--- src/logic/host_macros.svh ---
// Host device constants: sizes, register offsets, AXI widths
// and response codes
`ifndef HOST_MACROS_SVH
`define HOST_MACROS_SVH

// Harts that can report finish
`define HOST_NUM_HARTS 4

// Console buffer entries
`define HOST_FIFO_DEPTH 8

// Idle cycles before the watchdog fires
`define HOST_WDOG_LIMIT 200

// AXI4-Lite widths
`define HOST_ADDR_W 8
`define HOST_DATA_W 32

// Register byte offsets
`define HOST_ADDR_TRACE_EN  8'h00
`define HOST_ADDR_FINISH    8'h04
`define HOST_ADDR_PUTCHAR   8'h08
`define HOST_ADDR_STATUS    8'h0C
`define HOST_ADDR_HEARTBEAT 8'h10

// AXI response codes
`define HOST_RESP_OKAY   2'b00
`define HOST_RESP_SLVERR 2'b10

`endif
--- src/logic/host_pkg.sv ---
// Shared types of the host device: trace enables, register decode,
// write strobes and status word
`include "host_macros.svh"

package host_pkg;

  // Icache sits at bit 0 of the data word
  typedef struct packed {
    logic cosim;
    logic br_prof;
    logic pc_prof;
    logic core_prof;
    logic cmt;
    logic vm;
    logic dram;
    logic cce;
    logic lce;
    logic dcache;
    logic icache;
  } trace_en_t;

  typedef enum logic [2:0] {
    NONE      = 3'd0,
    TRACE_EN  = 3'd1,
    FINISH    = 3'd2,
    PUTCHAR   = 3'd3,
    STATUS    = 3'd4,
    HEARTBEAT = 3'd5
  } host_reg_e;

  // One strobe per decoded register, each high for a single cycle
  typedef struct packed {
    logic                    trace_en;
    logic                    finish;
    logic                    putchar;
    logic                    status;
    logic                    heartbeat;
    logic [`HOST_DATA_W-1:0] data;
  } host_wr_t;

  // Console FIFO fill level, 0 up to the full depth
  typedef logic [$clog2(`HOST_FIFO_DEPTH + 1)-1:0] fifo_count_t;

  typedef struct packed {
    logic [`HOST_DATA_W - `HOST_NUM_HARTS - $bits(fifo_count_t) - 3:0] pad;
    logic                       timeout;
    fifo_count_t                fifo_count;
    logic                       all_done;
    logic [`HOST_NUM_HARTS-1:0] finish;
  } host_status_t;

endpackage

--- src/logic/host_top.sv ---
// Host device top: AXI4-Lite control plus trace, finish,
// console and watchdog blocks
`timescale 1ns/1ps
`include "host_macros.svh"

module host_top (
  input  logic                       clk_i,
  input  logic                       rst_n_i,
  input  logic [`HOST_ADDR_W-1:0]    awaddr_i,
  input  logic                       awvalid_i,
  output logic                       awready_o,
  input  logic [`HOST_DATA_W-1:0]    wdata_i,
  input  logic                       wvalid_i,
  output logic                       wready_o,
  output logic [1:0]                 bresp_o,
  output logic                       bvalid_o,
  input  logic                       bready_i,
  input  logic [`HOST_ADDR_W-1:0]    araddr_i,
  input  logic                       arvalid_i,
  output logic                       arready_o,
  output logic [`HOST_DATA_W-1:0]    rdata_o,
  output logic [1:0]                 rresp_o,
  output logic                       rvalid_o,
  input  logic                       rready_i,
  output host_pkg::trace_en_t        trace_en_o,
  output logic [`HOST_NUM_HARTS-1:0] finish_o,
  output logic                       all_done_o,
  output logic [7:0]                 console_data_o,
  output logic                       console_valid_o,
  input  logic                       console_ready_i,
  output logic                       timeout_o
);

  host_pkg::host_wr_t    wr;
  host_pkg::host_status_t status;
  host_pkg::fifo_count_t fifo_count;
  logic                  fifo_full;

  // Status word seen by STATUS reads
  assign status.pad        = '0;
  assign status.timeout    = timeout_o;
  assign status.fifo_count = fifo_count;
  assign status.all_done   = all_done_o;
  assign status.finish     = finish_o;

  host_ctrl host_ctrl_inst (
    .clk_i       (clk_i),
    .rst_n_i     (rst_n_i),
    .awaddr_i    (awaddr_i),
    .awvalid_i   (awvalid_i),
    .awready_o   (awready_o),
    .wdata_i     (wdata_i),
    .wvalid_i    (wvalid_i),
    .wready_o    (wready_o),
    .bresp_o     (bresp_o),
    .bvalid_o    (bvalid_o),
    .bready_i    (bready_i),
    .araddr_i    (araddr_i),
    .arvalid_i   (arvalid_i),
    .arready_o   (arready_o),
    .rdata_o     (rdata_o),
    .rresp_o     (rresp_o),
    .rvalid_o    (rvalid_o),
    .rready_i    (rready_i),
    .wr_o        (wr),
    .trace_en_i  (trace_en_o),
    .status_i    (status),
    .fifo_full_i (fifo_full)
  );

  host_param_regs host_param_regs_inst (
    .clk_i      (clk_i),
    .rst_n_i    (rst_n_i),
    .wr_i       (wr),
    .trace_en_o (trace_en_o)
  );

  host_finish host_finish_inst (
    .clk_i      (clk_i),
    .rst_n_i    (rst_n_i),
    .wr_i       (wr),
    .finish_o   (finish_o),
    .all_done_o (all_done_o)
  );

  host_console_fifo host_console_fifo_inst (
    .clk_i   (clk_i),
    .rst_n_i (rst_n_i),
    .wr_i    (wr),
    .data_o  (console_data_o),
    .valid_o (console_valid_o),
    .ready_i (console_ready_i),
    .full_o  (fifo_full),
    .count_o (fifo_count)
  );

  host_watchdog host_watchdog_inst (
    .clk_i     (clk_i),
    .rst_n_i   (rst_n_i),
    .wr_i      (wr),
    .timeout_o (timeout_o)
  );

endmodule

--- src/logic/host_watchdog.sv ---
// Heartbeat watchdog with sticky timeout
`timescale 1ns/1ps
`include "host_macros.svh"

module host_watchdog (
  input  logic               clk_i,
  input  logic               rst_n_i,
  input  host_pkg::host_wr_t wr_i,
  output logic               timeout_o
);

  localparam int CNT_W = $clog2(`HOST_WDOG_LIMIT + 1);

  logic [CNT_W-1:0] cnt_q;
  logic [CNT_W-1:0] cnt_d;
  logic             timeout_q;

  // Strobe cycle counts as the first idle cycle; counting stops once fired
  always_comb
  begin
    if (wr_i.heartbeat)
      cnt_d = CNT_W'(1);
    else if (timeout_q)
      cnt_d = cnt_q;
    else
      cnt_d = cnt_q + 1'b1;
  end

  always_ff @(posedge clk_i or negedge rst_n_i)
  begin
    if (!rst_n_i)
    begin
      cnt_q     <= '0;
      timeout_q <= 1'b0;
    end
    else
    begin
      cnt_q <= cnt_d;
      if (32'(cnt_d) == `HOST_WDOG_LIMIT)
        timeout_q <= 1'b1;
    end
  end

  assign timeout_o = timeout_q;

endmodule

--- src/logic/host_console_fifo.sv ---
// Console byte FIFO, ready/valid output with fill count
`timescale 1ns/1ps
`include "host_macros.svh"

module host_console_fifo (
  input  logic                  clk_i,
  input  logic                  rst_n_i,
  input  host_pkg::host_wr_t    wr_i,
  output logic [7:0]            data_o,
  output logic                  valid_o,
  input  logic                  ready_i,
  output logic                  full_o,
  output host_pkg::fifo_count_t count_o
);

  localparam int DEPTH = `HOST_FIFO_DEPTH;
  localparam int PTR_W = (DEPTH > 1) ? $clog2(DEPTH) : 1;

  logic [7:0]            mem [DEPTH];
  logic [PTR_W-1:0]      wr_ptr_q;
  logic [PTR_W-1:0]      rd_ptr_q;
  host_pkg::fifo_count_t count_q;
  logic                  push;
  logic                  pop;

  function automatic logic [PTR_W-1:0] ptr_inc(input logic [PTR_W-1:0] ptr);
    return (32'(ptr) == DEPTH - 1) ? '0 : ptr + 1'b1;
  endfunction

  assign push = wr_i.putchar;
  assign pop  = valid_o && ready_i;

  always_ff @(posedge clk_i or negedge rst_n_i)
  begin
    if (!rst_n_i)
    begin
      wr_ptr_q <= '0;
      rd_ptr_q <= '0;
      count_q  <= '0;
    end
    else
    begin
      if (push)
        wr_ptr_q <= ptr_inc(wr_ptr_q);
      if (pop)
        rd_ptr_q <= ptr_inc(rd_ptr_q);
      if (push && !pop)
        count_q <= count_q + 1'b1;
      else if (pop && !push)
        count_q <= count_q - 1'b1;
    end
  end

  always_ff @(posedge clk_i)
  begin
    if (push)
      mem[wr_ptr_q] <= wr_i.data[7:0];
  end

  assign data_o  = mem[rd_ptr_q];
  assign valid_o = (count_q != '0);
  assign full_o  = (32'(count_q) == DEPTH);
  assign count_o = count_q;

  // Back-pressure upstream must hold PUTCHAR off
  a_no_push_full: assert property (@(posedge clk_i) disable iff (!rst_n_i)
    full_o |-> !push);

endmodule

--- src/logic/host_finish.sv ---
// Per-hart finish recording and all-done flag
`timescale 1ns/1ps
`include "host_macros.svh"

module host_finish (
  input  logic                       clk_i,
  input  logic                       rst_n_i,
  input  host_pkg::host_wr_t         wr_i,
  output logic [`HOST_NUM_HARTS-1:0] finish_o,
  output logic                       all_done_o
);

  localparam int ID_W = (`HOST_NUM_HARTS > 1) ? $clog2(`HOST_NUM_HARTS) : 1;

  logic [`HOST_NUM_HARTS-1:0] finish_q;
  logic [ID_W-1:0]            hart_id;
  logic                       id_ok;

  assign hart_id = wr_i.data[ID_W-1:0];
  // Ids past the last hart fall away silently
  assign id_ok   = 32'(hart_id) < `HOST_NUM_HARTS;

  always_ff @(posedge clk_i or negedge rst_n_i)
  begin
    if (!rst_n_i)
      finish_q <= '0;
    else if (wr_i.finish && id_ok)
      finish_q[hart_id] <= 1'b1;
  end

  assign finish_o   = finish_q;
  assign all_done_o = &finish_q;

  // Finish bits only ever set, so done must stick
  a_done_sticky: assert property (@(posedge clk_i) disable iff (!rst_n_i)
    all_done_o |=> all_done_o);

endmodule

--- src/logic/host_param_regs.sv ---
// Trace-enable register bank
`timescale 1ns/1ps

module host_param_regs (
  input  logic                clk_i,
  input  logic                rst_n_i,
  input  host_pkg::host_wr_t  wr_i,
  output host_pkg::trace_en_t trace_en_o
);

  localparam int EN_W = $bits(host_pkg::trace_en_t);

  host_pkg::trace_en_t trace_en_q;

  // Low data bits map field by field, icache first
  always_ff @(posedge clk_i or negedge rst_n_i)
  begin
    if (!rst_n_i)
      trace_en_q <= '0;
    else if (wr_i.trace_en)
      trace_en_q <= host_pkg::trace_en_t'(wr_i.data[EN_W-1:0]);
  end

  assign trace_en_o = trace_en_q;

endmodule

--- src/logic/host_ctrl.sv ---
// AXI4-Lite slave front end: address decode, write strobes,
// B and R response sequencing
`timescale 1ns/1ps
`include "host_macros.svh"

module host_ctrl (
  input  logic                     clk_i,
  input  logic                     rst_n_i,
  input  logic [`HOST_ADDR_W-1:0]  awaddr_i,
  input  logic                     awvalid_i,
  output logic                     awready_o,
  input  logic [`HOST_DATA_W-1:0]  wdata_i,
  input  logic                     wvalid_i,
  output logic                     wready_o,
  output logic [1:0]               bresp_o,
  output logic                     bvalid_o,
  input  logic                     bready_i,
  input  logic [`HOST_ADDR_W-1:0]  araddr_i,
  input  logic                     arvalid_i,
  output logic                     arready_o,
  output logic [`HOST_DATA_W-1:0]  rdata_o,
  output logic [1:0]               rresp_o,
  output logic                     rvalid_o,
  input  logic                     rready_i,
  output host_pkg::host_wr_t       wr_o,
  input  host_pkg::trace_en_t      trace_en_i,
  input  host_pkg::host_status_t   status_i,
  input  logic                     fifo_full_i
);

  function automatic host_pkg::host_reg_e decode_addr(input logic [`HOST_ADDR_W-1:0] addr);
    case (addr)
      `HOST_ADDR_TRACE_EN:  return host_pkg::TRACE_EN;
      `HOST_ADDR_FINISH:    return host_pkg::FINISH;
      `HOST_ADDR_PUTCHAR:   return host_pkg::PUTCHAR;
      `HOST_ADDR_STATUS:    return host_pkg::STATUS;
      `HOST_ADDR_HEARTBEAT: return host_pkg::HEARTBEAT;
      default:              return host_pkg::NONE;
    endcase
  endfunction

  host_pkg::host_reg_e wr_reg;
  host_pkg::host_reg_e rd_reg;
  logic                wr_fire;
  logic                rd_fire;
  logic                bvalid_q;
  logic                rvalid_q;
  logic [1:0]          bresp_q;
  logic [1:0]          rresp_q;
  logic [`HOST_DATA_W-1:0] rdata_q;

  assign wr_reg = decode_addr(awaddr_i);
  assign rd_reg = decode_addr(araddr_i);

  // Address and data are taken together; a full FIFO holds back only PUTCHAR
  assign wr_fire = awvalid_i && wvalid_i && !bvalid_q
                   && !(wr_reg == host_pkg::PUTCHAR && fifo_full_i);
  assign awready_o = wr_fire;
  assign wready_o  = wr_fire;

  assign arready_o = !rvalid_q;
  assign rd_fire   = arvalid_i && !rvalid_q;

  always_comb
  begin
    wr_o      = '0;
    wr_o.data = wdata_i;
    if (wr_fire)
    begin
      case (wr_reg)
        host_pkg::TRACE_EN:  wr_o.trace_en  = 1'b1;
        host_pkg::FINISH:    wr_o.finish    = 1'b1;
        host_pkg::PUTCHAR:   wr_o.putchar   = 1'b1;
        host_pkg::STATUS:    wr_o.status    = 1'b1;
        host_pkg::HEARTBEAT: wr_o.heartbeat = 1'b1;
        default:             ;
      endcase
    end
  end

  always_ff @(posedge clk_i or negedge rst_n_i)
  begin
    if (!rst_n_i)
    begin
      bvalid_q <= 1'b0;
      rvalid_q <= 1'b0;
    end
    else
    begin
      if (wr_fire)
        bvalid_q <= 1'b1;
      else if (bready_i)
        bvalid_q <= 1'b0;
      if (rd_fire)
        rvalid_q <= 1'b1;
      else if (rready_i)
        rvalid_q <= 1'b0;
    end
  end

  // Response payloads, loaded on the handshake
  always_ff @(posedge clk_i)
  begin
    if (wr_fire)
    begin
      // STATUS is read-only
      if (wr_reg == host_pkg::NONE || wr_reg == host_pkg::STATUS)
        bresp_q <= `HOST_RESP_SLVERR;
      else
        bresp_q <= `HOST_RESP_OKAY;
    end
    if (rd_fire)
    begin
      case (rd_reg)
        host_pkg::TRACE_EN:
        begin
          rdata_q <= `HOST_DATA_W'(trace_en_i);
          rresp_q <= `HOST_RESP_OKAY;
        end
        host_pkg::STATUS:
        begin
          rdata_q <= `HOST_DATA_W'(status_i);
          rresp_q <= `HOST_RESP_OKAY;
        end
        // Unmapped and write-only registers
        default:
        begin
          rdata_q <= '0;
          rresp_q <= `HOST_RESP_SLVERR;
        end
      endcase
    end
  end

  assign bvalid_o = bvalid_q;
  assign bresp_o  = bresp_q;
  assign rvalid_o = rvalid_q;
  assign rresp_o  = rresp_q;
  assign rdata_o  = rdata_q;

  a_bvalid_hold: assert property (@(posedge clk_i) disable iff (!rst_n_i)
    bvalid_o && !bready_i |=> bvalid_o && $stable(bresp_o));

  a_one_strobe: assert property (@(posedge clk_i) disable iff (!rst_n_i)
    $onehot0({wr_o.trace_en, wr_o.finish, wr_o.putchar, wr_o.status, wr_o.heartbeat}));

endmodule

--- config.mk ---
export PLATFORM = sky130hd
export DESIGN_NAME = host_top
export DESIGN_NICKNAME = d
export VERILOG_FILES = /design/src/logic/host_pkg.sv /design/src/logic/host_top.sv /design/src/logic/host_watchdog.sv /design/src/logic/host_console_fifo.sv /design/src/logic/host_finish.sv /design/src/logic/host_param_regs.sv /design/src/logic/host_ctrl.sv
export VERILOG_INCLUDE_DIRS = /design/src /design/src/logic
export SDC_FILE = /design/constraint.sdc
export NUM_CORES = 1
export LEC_CHECK = 0
export BUFFER_PORTS_ARGS = -buffer_cell sky130_fd_sc_hd__buf_4
export CORE_ASPECT_RATIO = 1.1
export CORE_MARGIN = 8
export CORE_UTILIZATION = 40
export DETAILED_ROUTE_END_ITERATION = 16
export GPL_TIMING_DRIVEN = 0
export PLACE_DENSITY = 0.66
export SLEW_MARGIN = 20
export SYNTH_ARGS = -nofsm -noshare
export SYNTH_HDL_FRONTEND = slang
export SYNTH_SLANG_ARGS = --single-unit
export TNS_END_PERCENT = 20
--- constraint.sdc ---
create_clock -name clk_i -period 4.05 [get_ports clk_i]
set_input_delay 0.2025 -clock clk_i [delete_from_list [all_inputs] [get_ports clk_i]]
set_output_delay 0.2025 -clock clk_i [all_outputs]
set_load 0.02 [all_outputs]
==> results of run 1 <==
## cell usage in the layout, fill, tap and decap left out, drive strengths merged, types with 3 or more instances in the layout
cell	instances
conb	23
nand4	3
mux2	24
nand2	7
nor3	9
inv	9
clkbuf	25
edfxtp	77
xnor2	9
nor4	3
o21bai	3
ha	8
dfrtp	36
mux4	16
clkinv	8
nor2b	3
nand2b	5
nand3	4
o21ai	3
buf	109
nor2	22
a22o	10
a21o	5
## timing repair
item | CTS | global route
buffers inserted | 0 | 0
hold buffers | 2 | 0
endpoints found under the setup margin | 0 | 0
endpoints found under the hold margin | 37 | 0
## flip-flops by register name, indices dropped and copies added, names as in the netlist, 3 cells and up
name and flops:
host_console_fifo_inst.count_o 4, host_console_fifo_inst.mem 64, host_console_fifo_inst.rd_ptr_q 3, host_console_fifo_inst.wr_ptr_q 3, host_ctrl_inst.rdata_o 11, host_finish_inst.finish_o 4
host_param_regs_inst.trace_en_o 11, host_watchdog_inst.cnt_q 8
## final cells by class
cell class                 count  area (sq um)
multi-input combinational    183          1630
timing repair buffer          81           613
tap                          157           196
fill                        1021          5960
clock inverter                10          95.1
sequential                   113          3210
buffer                        35           243
inverter                       9          33.8
clock buffer                  20           437
## worst max path at each step
stage	from	to	depth (start not counted)
floorplan	host_console_fifo_inst.count_o[1]$_DFFE_PN0P_	host_console_fifo_inst.count_o[3]$_DFFE_PN0P_	9
global placement	awaddr_i[0]	host_console_fifo_inst.mem[0][6]$_DFFE_PP_	5
detailed placement	awaddr_i[0]	host_console_fifo_inst.count_o[3]$_DFFE_PN0P_	12
CTS	host_console_fifo_inst.rd_ptr_q[1]$_DFFE_PN0P_	console_data_o[1]	5
global route	host_console_fifo_inst.rd_ptr_q[1]$_DFFE_PN0P_	console_data_o[1]	5
finish	host_console_fifo_inst.rd_ptr_q[1]$_DFFE_PN0P_	console_data_o[1]	5
## worst register-to-register path: stages (launching register included)
cell	delay, ns
dfrtp_1	0.39
nand3b_1	0.24
nor3_4	0.31
nand3_2	0.24
inv_1	0.17
ha_1	0.18
inv_1	0.09
ha_1	0.28
a21o_1	0.17
a21oi_1	0.18
mux2i_1	0.25
xnor2_1	0.13
## per-layer routing
| layer | GRT usage | share of wire | vias to the layer above |
|---|---|---|---|
| li1 | - | - | 1404 |
| met1 | 0.168 | 0.41 | 1471 |
| met2 | 0.241 | 0.52 | 89 |
| met3 | 0.0521 | 0.071 | 9 |
| met4 | 0.0427 | 0.0081 | 0 |
| met5 | 0 | 0 | - |
## report_power, final
group          leakage, nW  internal (mW)  total (mW)  switching, mW
Combinational         1.27          0.416       0.837          0.421
Sequential            1.14           1.29        1.35         0.0552
Clock                0.263          0.882        1.35          0.472
## cells by family (layout without fill, tap and decap cells)
group,Yosys count,count (layout),synth area share
compound gates,29,29,0.0444
other cells,1,23,0.000748
flops,113,113,0.641
mux,42,42,0.137
xor+xnor,11,11,0.0192
simple gates,69,69,0.0781
fa+ha+maj,9,9,0.0240
buf+inv,44,155,0.0552
==> summary.txt, run 1 <==
=================================================================================================
Top cells by count, synth .......................................................... edfxtp_1, dfrtp_1, buf_4
Crit path launch type ..............................................................     register
Worst hold slack across all endpoints ..............................................    0.0307 ns
CTS tree ...........................................................................        built
Setup repair after global routing missed its margin ................................           no
H-tree level count .................................................................            4
Leading area contributor after synthesis ...........................................     edfxtp_1
CP top delay family ................................................................ buffers and inverters
Count of cells along the worst register-to-register path ...........................           11
Max Cap Viol .......................................................................            0
Static power due to leakage ........................................................      2.67 nW
Fraction of final layout cells with drive strength greater than 1 ..................        0.404
Number of cells on the worst hold path .............................................            2
Via total after detailed routing ...................................................         2973
R2r startpoint ..................................................................... host_ctrl_inst.bvalid_o$_DFFE_PN0P_
Placement row count ................................................................           43
Final count of pins violating max slew .............................................            0
Aggregate global-route resource usage ..............................................        0.144
Detailed Routing Iterations Pass 1 .................................................            4
Period utilization .................................................................        0.691
Type of the worst setup path .......................................................   reg -> out
IO Port Bufs .......................................................................           78
Number of nets in the layout .......................................................          505
Initial cell density of the core ...................................................        0.403
Endpoint kind of the worst setup timing path .......................................   output pin
Wire per inst ...................................................................... 18.4 microns
Clock Tree Buf Depth ...............................................................            2
Run status .........................................................................    completed
IR drop worst, VDD .................................................................     0.289 mV
Tightest slew margin relative to the limit .........................................        0.371
Worst path max stage delay .........................................................      0.57 ns
N_diodes ...........................................................................            0
Signed area change from the synthesized netlist to the final layout ................        29.0%
Routability cong. ..................................................................        0.731
Worst R2R End ...................................................................... host_console_fifo_inst.count_o[3]$_DFFE_PN0P_
Final Routed Wirelength ............................................................ 11200 microns
Peak clock frequency supported by timing ...........................................      357 MHz
Die width ..........................................................................  123 microns
Power per standard cell area .......................................................  547 nW/um^2
Number of placed instances with taps included ......................................          576
Most repeated cell in the gate-level netlist after synthesis .......................     edfxtp_1
Global-route wire length before repair ............................................. 17700 microns
Count of pins on the block boundary ................................................          123
Cell Area, Placed ..................................................................   5910 sq um
Portion of synthesized cell area occupied by the leading cell type .................        0.461
Most frequent CP cell ..............................................................     clkbuf_1
Violation count after the first detailed-routing iteration .........................          111
Cell chain of the critical path .................................................... clkbuf_1 -> clkbuf_1 -> mux4_2 -> mux2_2 -> buf_4
Avg Inst Size Synth ................................................................   15.8 sq um
Register clock-pin slew on the reported worst setup and hold paths .................      0.05 ns
Worst Path Required ................................................................      3.85 ns
Final setup vio count ..............................................................            0
Number of distinct library cell variants in the gate-level netlist after synthesis .           47
Type of the tightest min-delay check ...............................................    in -> reg
Post-DRT Antenna Nets ..............................................................            0
Cell types with the largest area share after synthesis ............................. edfxtp_1, dfrtp_1, mux4_2, buf_4, mux2_2
Netlist area before placement ......................................................   5010 sq um
Resize count post-CTS ..............................................................            0
Hpwl dp ............................................................................ 7770 microns
Share of synthesized area occupied by flip-flops and latches .......................        0.641
Vias in the first global route .....................................................         3220
Remaining DRCs .....................................................................            0
Worst-skew pair later-pin latency ..................................................      0.40 ns
Actual slew at the worst max-slew pin ..............................................     0.939 ns
Core outline area ..................................................................  12400 sq um
Data arrival at the endpoint of the critical path ..................................      2.60 ns
Final Non-Filler Cells .............................................................          608
Number of storage elements in the synthesis netlist ................................          113
Most used DFF post-synth ...........................................................     edfxtp_1
Final worst slack ..................................................................      1.25 ns
Number of endpoints with negative hold slack in the final report ...................            0
Destination of the worst hold path ................................................. host_param_regs_inst.trace_en_o[9]$_DFFE_PN0P_
Clock root cell ....................................................................    clkbuf_16
Register-to-register path setup slack ..............................................      1.34 ns
Overall die area ...................................................................  16400 sq um
Utilization of the core after routing ..............................................        0.520
Total buffers and inverters traversed by the critical path .........................            3
Worst setup timing slack at the placement stage ....................................      1.15 ns
Number of enable flip-flop cells after synthesis ...................................           77
Clock skew after layout ............................................................   0.00667 ns
Die H ..............................................................................  133 microns
Number of clock buffers inserted by TritonCTS ......................................           17
Final critical-path required period ................................................      2.80 ns
Aggregate negative setup slack .....................................................         0 ns
Maximum number of pins on one net before global-route repair .......................           37
Top fanout value on the critical path ..............................................           10
Total design power .................................................................      3.54 mW
Synth async-reset ratio ............................................................        0.319
Count of yosys warnings during synthesis ...........................................            0
Sink Count .........................................................................          113
Antenna violations before repair ...................................................            0
Library cell contributing the largest single delay on the critical path ............     clkbuf_1
Post-synthesis cell count ..........................................................          318
Number of vias per cell ............................................................         4.89
Leftover overflow at the end of global routing .....................................            0
Final Instance Area ................................................................   6460 sq um
Hold Path Origin ...................................................................   wdata_i[9]
=================================================================================================
(Power assumes the default switching activity.)
==> run 2: changes to the inputs <==
==> constraint.sdc (replaced) <==
create_clock -name clk_i -period 2.9 [get_ports clk_i]
set_input_delay 0.145 -clock clk_i [delete_from_list [all_inputs] [get_ports clk_i]]
set_output_delay 0.145 -clock clk_i [all_outputs]
set_load 0.02 [all_outputs]
==> summary.txt, run 2 (synthesis gave the netlist of run 1 again) <==
==================================================================================
Register clock-pin slew on the reported worst setup and hold paths ..      0.05 ns
Routing usage on met3 ...............................................       0.0512
Initial cell density of the core ....................................        0.403
Wire per inst ....................................................... 18.3 microns
Count of pins on the block boundary .................................          123
Aggregate global-route resource usage ...............................        0.145
Type of the tightest min-delay check ................................    in -> reg
Utilization of the core after routing ...............................        0.527
Fraction of final layout cells with drive strength greater than 1 ...        0.398
Die H ...............................................................  133 microns
Number of vias per cell .............................................         4.91
Final Routed Wirelength ............................................. 11300 microns
Total design power ..................................................      4.95 mW
Antenna violations before repair ....................................            0
Maximum number of pins on one net before global-route repair ........           37
Setup repair after global routing missed its margin .................           no
Clock skew after layout .............................................   0.00882 ns
Via total after detailed routing ....................................         3030
Number of nets in the layout ........................................          514
Number of endpoints with negative hold slack in the final report ....            0
Routability cong. ...................................................        0.731
Worst hold slack across all endpoints ...............................    0.0133 ns
Data arrival at the endpoint of the critical path ...................      2.61 ns
Static power due to leakage .........................................      2.71 nW
Overall die area ....................................................  16400 sq um
Final count of pins violating max slew ..............................            0
Clock Tree Buf Depth ................................................            2
Clock root cell .....................................................    clkbuf_16
Final critical-path required period .................................      2.75 ns
Final setup vio count ...............................................            0
Number of placed instances with taps included .......................          576
Crit path launch type ...............................................     register
IR drop worst, VDD ..................................................     0.401 mV
N_diodes ............................................................            0
Core outline area ...................................................  12400 sq um
Placement row count .................................................           43
Tightest slew margin relative to the limit ..........................        0.369
Met2 capacity usage during global routing ...........................        0.242
Die width ...........................................................  123 microns
Remaining DRCs ......................................................            0
Sink Count ..........................................................          113
Resize count post-CTS ...............................................            0
Number of filler cells placed in the layout .........................         1011
CTS tree ............................................................        built
Flip-flop count of the largest register, all copies and words added .           64
Max Cap Viol ........................................................            0
Violation count after the first detailed-routing iteration ..........          130
Global-route wire length before repair .............................. 17800 microns
Detailed Routing Iterations Pass 1 ..................................            4
Endpoint kind of the worst setup timing path ........................   output pin
Number of clock buffers inserted by TritonCTS .......................           17
Final Non-Filler Cells ..............................................          617
Cell Area, Placed ...................................................   5910 sq um
GR Util met1 ........................................................        0.171
Leftover overflow at the end of global routing ......................            0
Post-DRT Antenna Nets ...............................................            0
Power per standard cell area ........................................  756 nW/um^2
Hpwl dp ............................................................. 7770 microns
Period utilization ..................................................        0.949
Top fanout value on the critical path ...............................           10
Worst-skew pair later-pin latency ...................................      0.40 ns
Vias in the first global route ......................................         3255
Most common library cell in the layout ignoring fill and taps .......        buf_4
Commonest cells after routing, fill and taps aside .................. buf_4, edfxtp_1, dfrtp_1
Largest reg by FF count ............................................. host_console_fifo_inst.mem
Type of the worst setup path ........................................   reg -> out
Actual slew at the worst max-slew pin ...............................     0.943 ns
Signed area change from the synthesized netlist to the final layout .        30.7%
Global-route layer with the greatest usage ..........................         met2
IO Port Bufs ........................................................           78
Final Instance Area .................................................   6550 sq um
Peak clock frequency supported by timing ............................      363 MHz
H-tree level count ..................................................            4
Worst Path Required .................................................      2.76 ns
Run status ..........................................................    completed
==================================================================================
run 2: cell count changes in the layout (fill, tap and decap cells not counted):
cell	delta
buf_4	+1
dlygate4sd3_1	+8
run 2: worst max-delay path, cell delays in order, from the launching register on:
cell and delay [ns]:
dfrtp_1 0.35, clkbuf_1 0.42, clkbuf_1 0.58, mux4_2 0.39, mux2_2 0.30, buf_4 0.17
run 2: per-layer routing:
metal	up-vias	share of wire
li1	1424	-
met1	1506	0.41
met2	89	0.52
met3	11	0.062
met4	0	0.0071
met5	-	0
run 2: layout make-up:
| class | instances | area [sq um] | area share |
|---|---|---|---|
| flip-flops and latches | 113 | 3210 | 0.490 |
| multi-input cells | 183 | 1630 | 0.249 |
| repair buffers | 90 | 701 | 0.107 |
| clock buffers | 20 | 437 | 0.0666 |
| plain buffers | 35 | 243 | 0.0370 |
| well taps | 157 | 196 | 0.0300 |
| clock inverters | 10 | 95.1 | 0.0145 |
| inverters | 9 | 33.8 | 0.00516 |
run 2: per-stage QoR:
step                TNS (ns)  setup WS (ns)
floorplan                  0          0.342
global placement       -2.12         -0.265
detailed placement         0         0.0576
CTS                        0         0.0835
global route               0         0.0111
finish                     0          0.147
run 2: timing repair:
item,CTS,global route
endpoints found under the hold margin,78,0
setup endpoints to repair,0,1
buffers inserted,0,1
hold buffers,10,0
run 2: power breakdown:
| group | total [mW] | internal (mW) | switching [mW] |
|---|---|---|---|
| Clock | 1.89 | 1.23 | 0.659 |
| Combinational | 1.18 | 0.588 | 0.590 |
| Sequential | 1.88 | 1.80 | 0.0779 |
run 2: worst paths after layout:
path | end | cells past startpoint | start | slack (ns)
hold / removal | host_ctrl_inst.bvalid_o$_DFFE_PN0P_ | 3 | bready_i | 0.01
setup reg to reg | host_console_fifo_inst.count_o[3]$_DFFE_PN0P_ | 11 | host_console_fifo_inst.count_o[1]$_DFFE_PN0P_ | 0.27
setup / recovery | console_data_o[1] | 5 | host_console_fifo_inst.rd_ptr_q[1]$_DFFE_PN0P_ | 0.15
max in group asynchronous | host_console_fifo_inst.wr_ptr_q[0]$_DFFE_PN0P_ | 2 | rst_n_i | 2.30
hold reg to reg | host_ctrl_inst.bvalid_o$_DFFE_PN0P_ | 1 | host_ctrl_inst.bvalid_o$_DFFE_PN0P_ | 0.50
min in group asynchronous | host_ctrl_inst.rvalid_o$_DFFE_PN0P_ | 2 | rst_n_i | 0.26
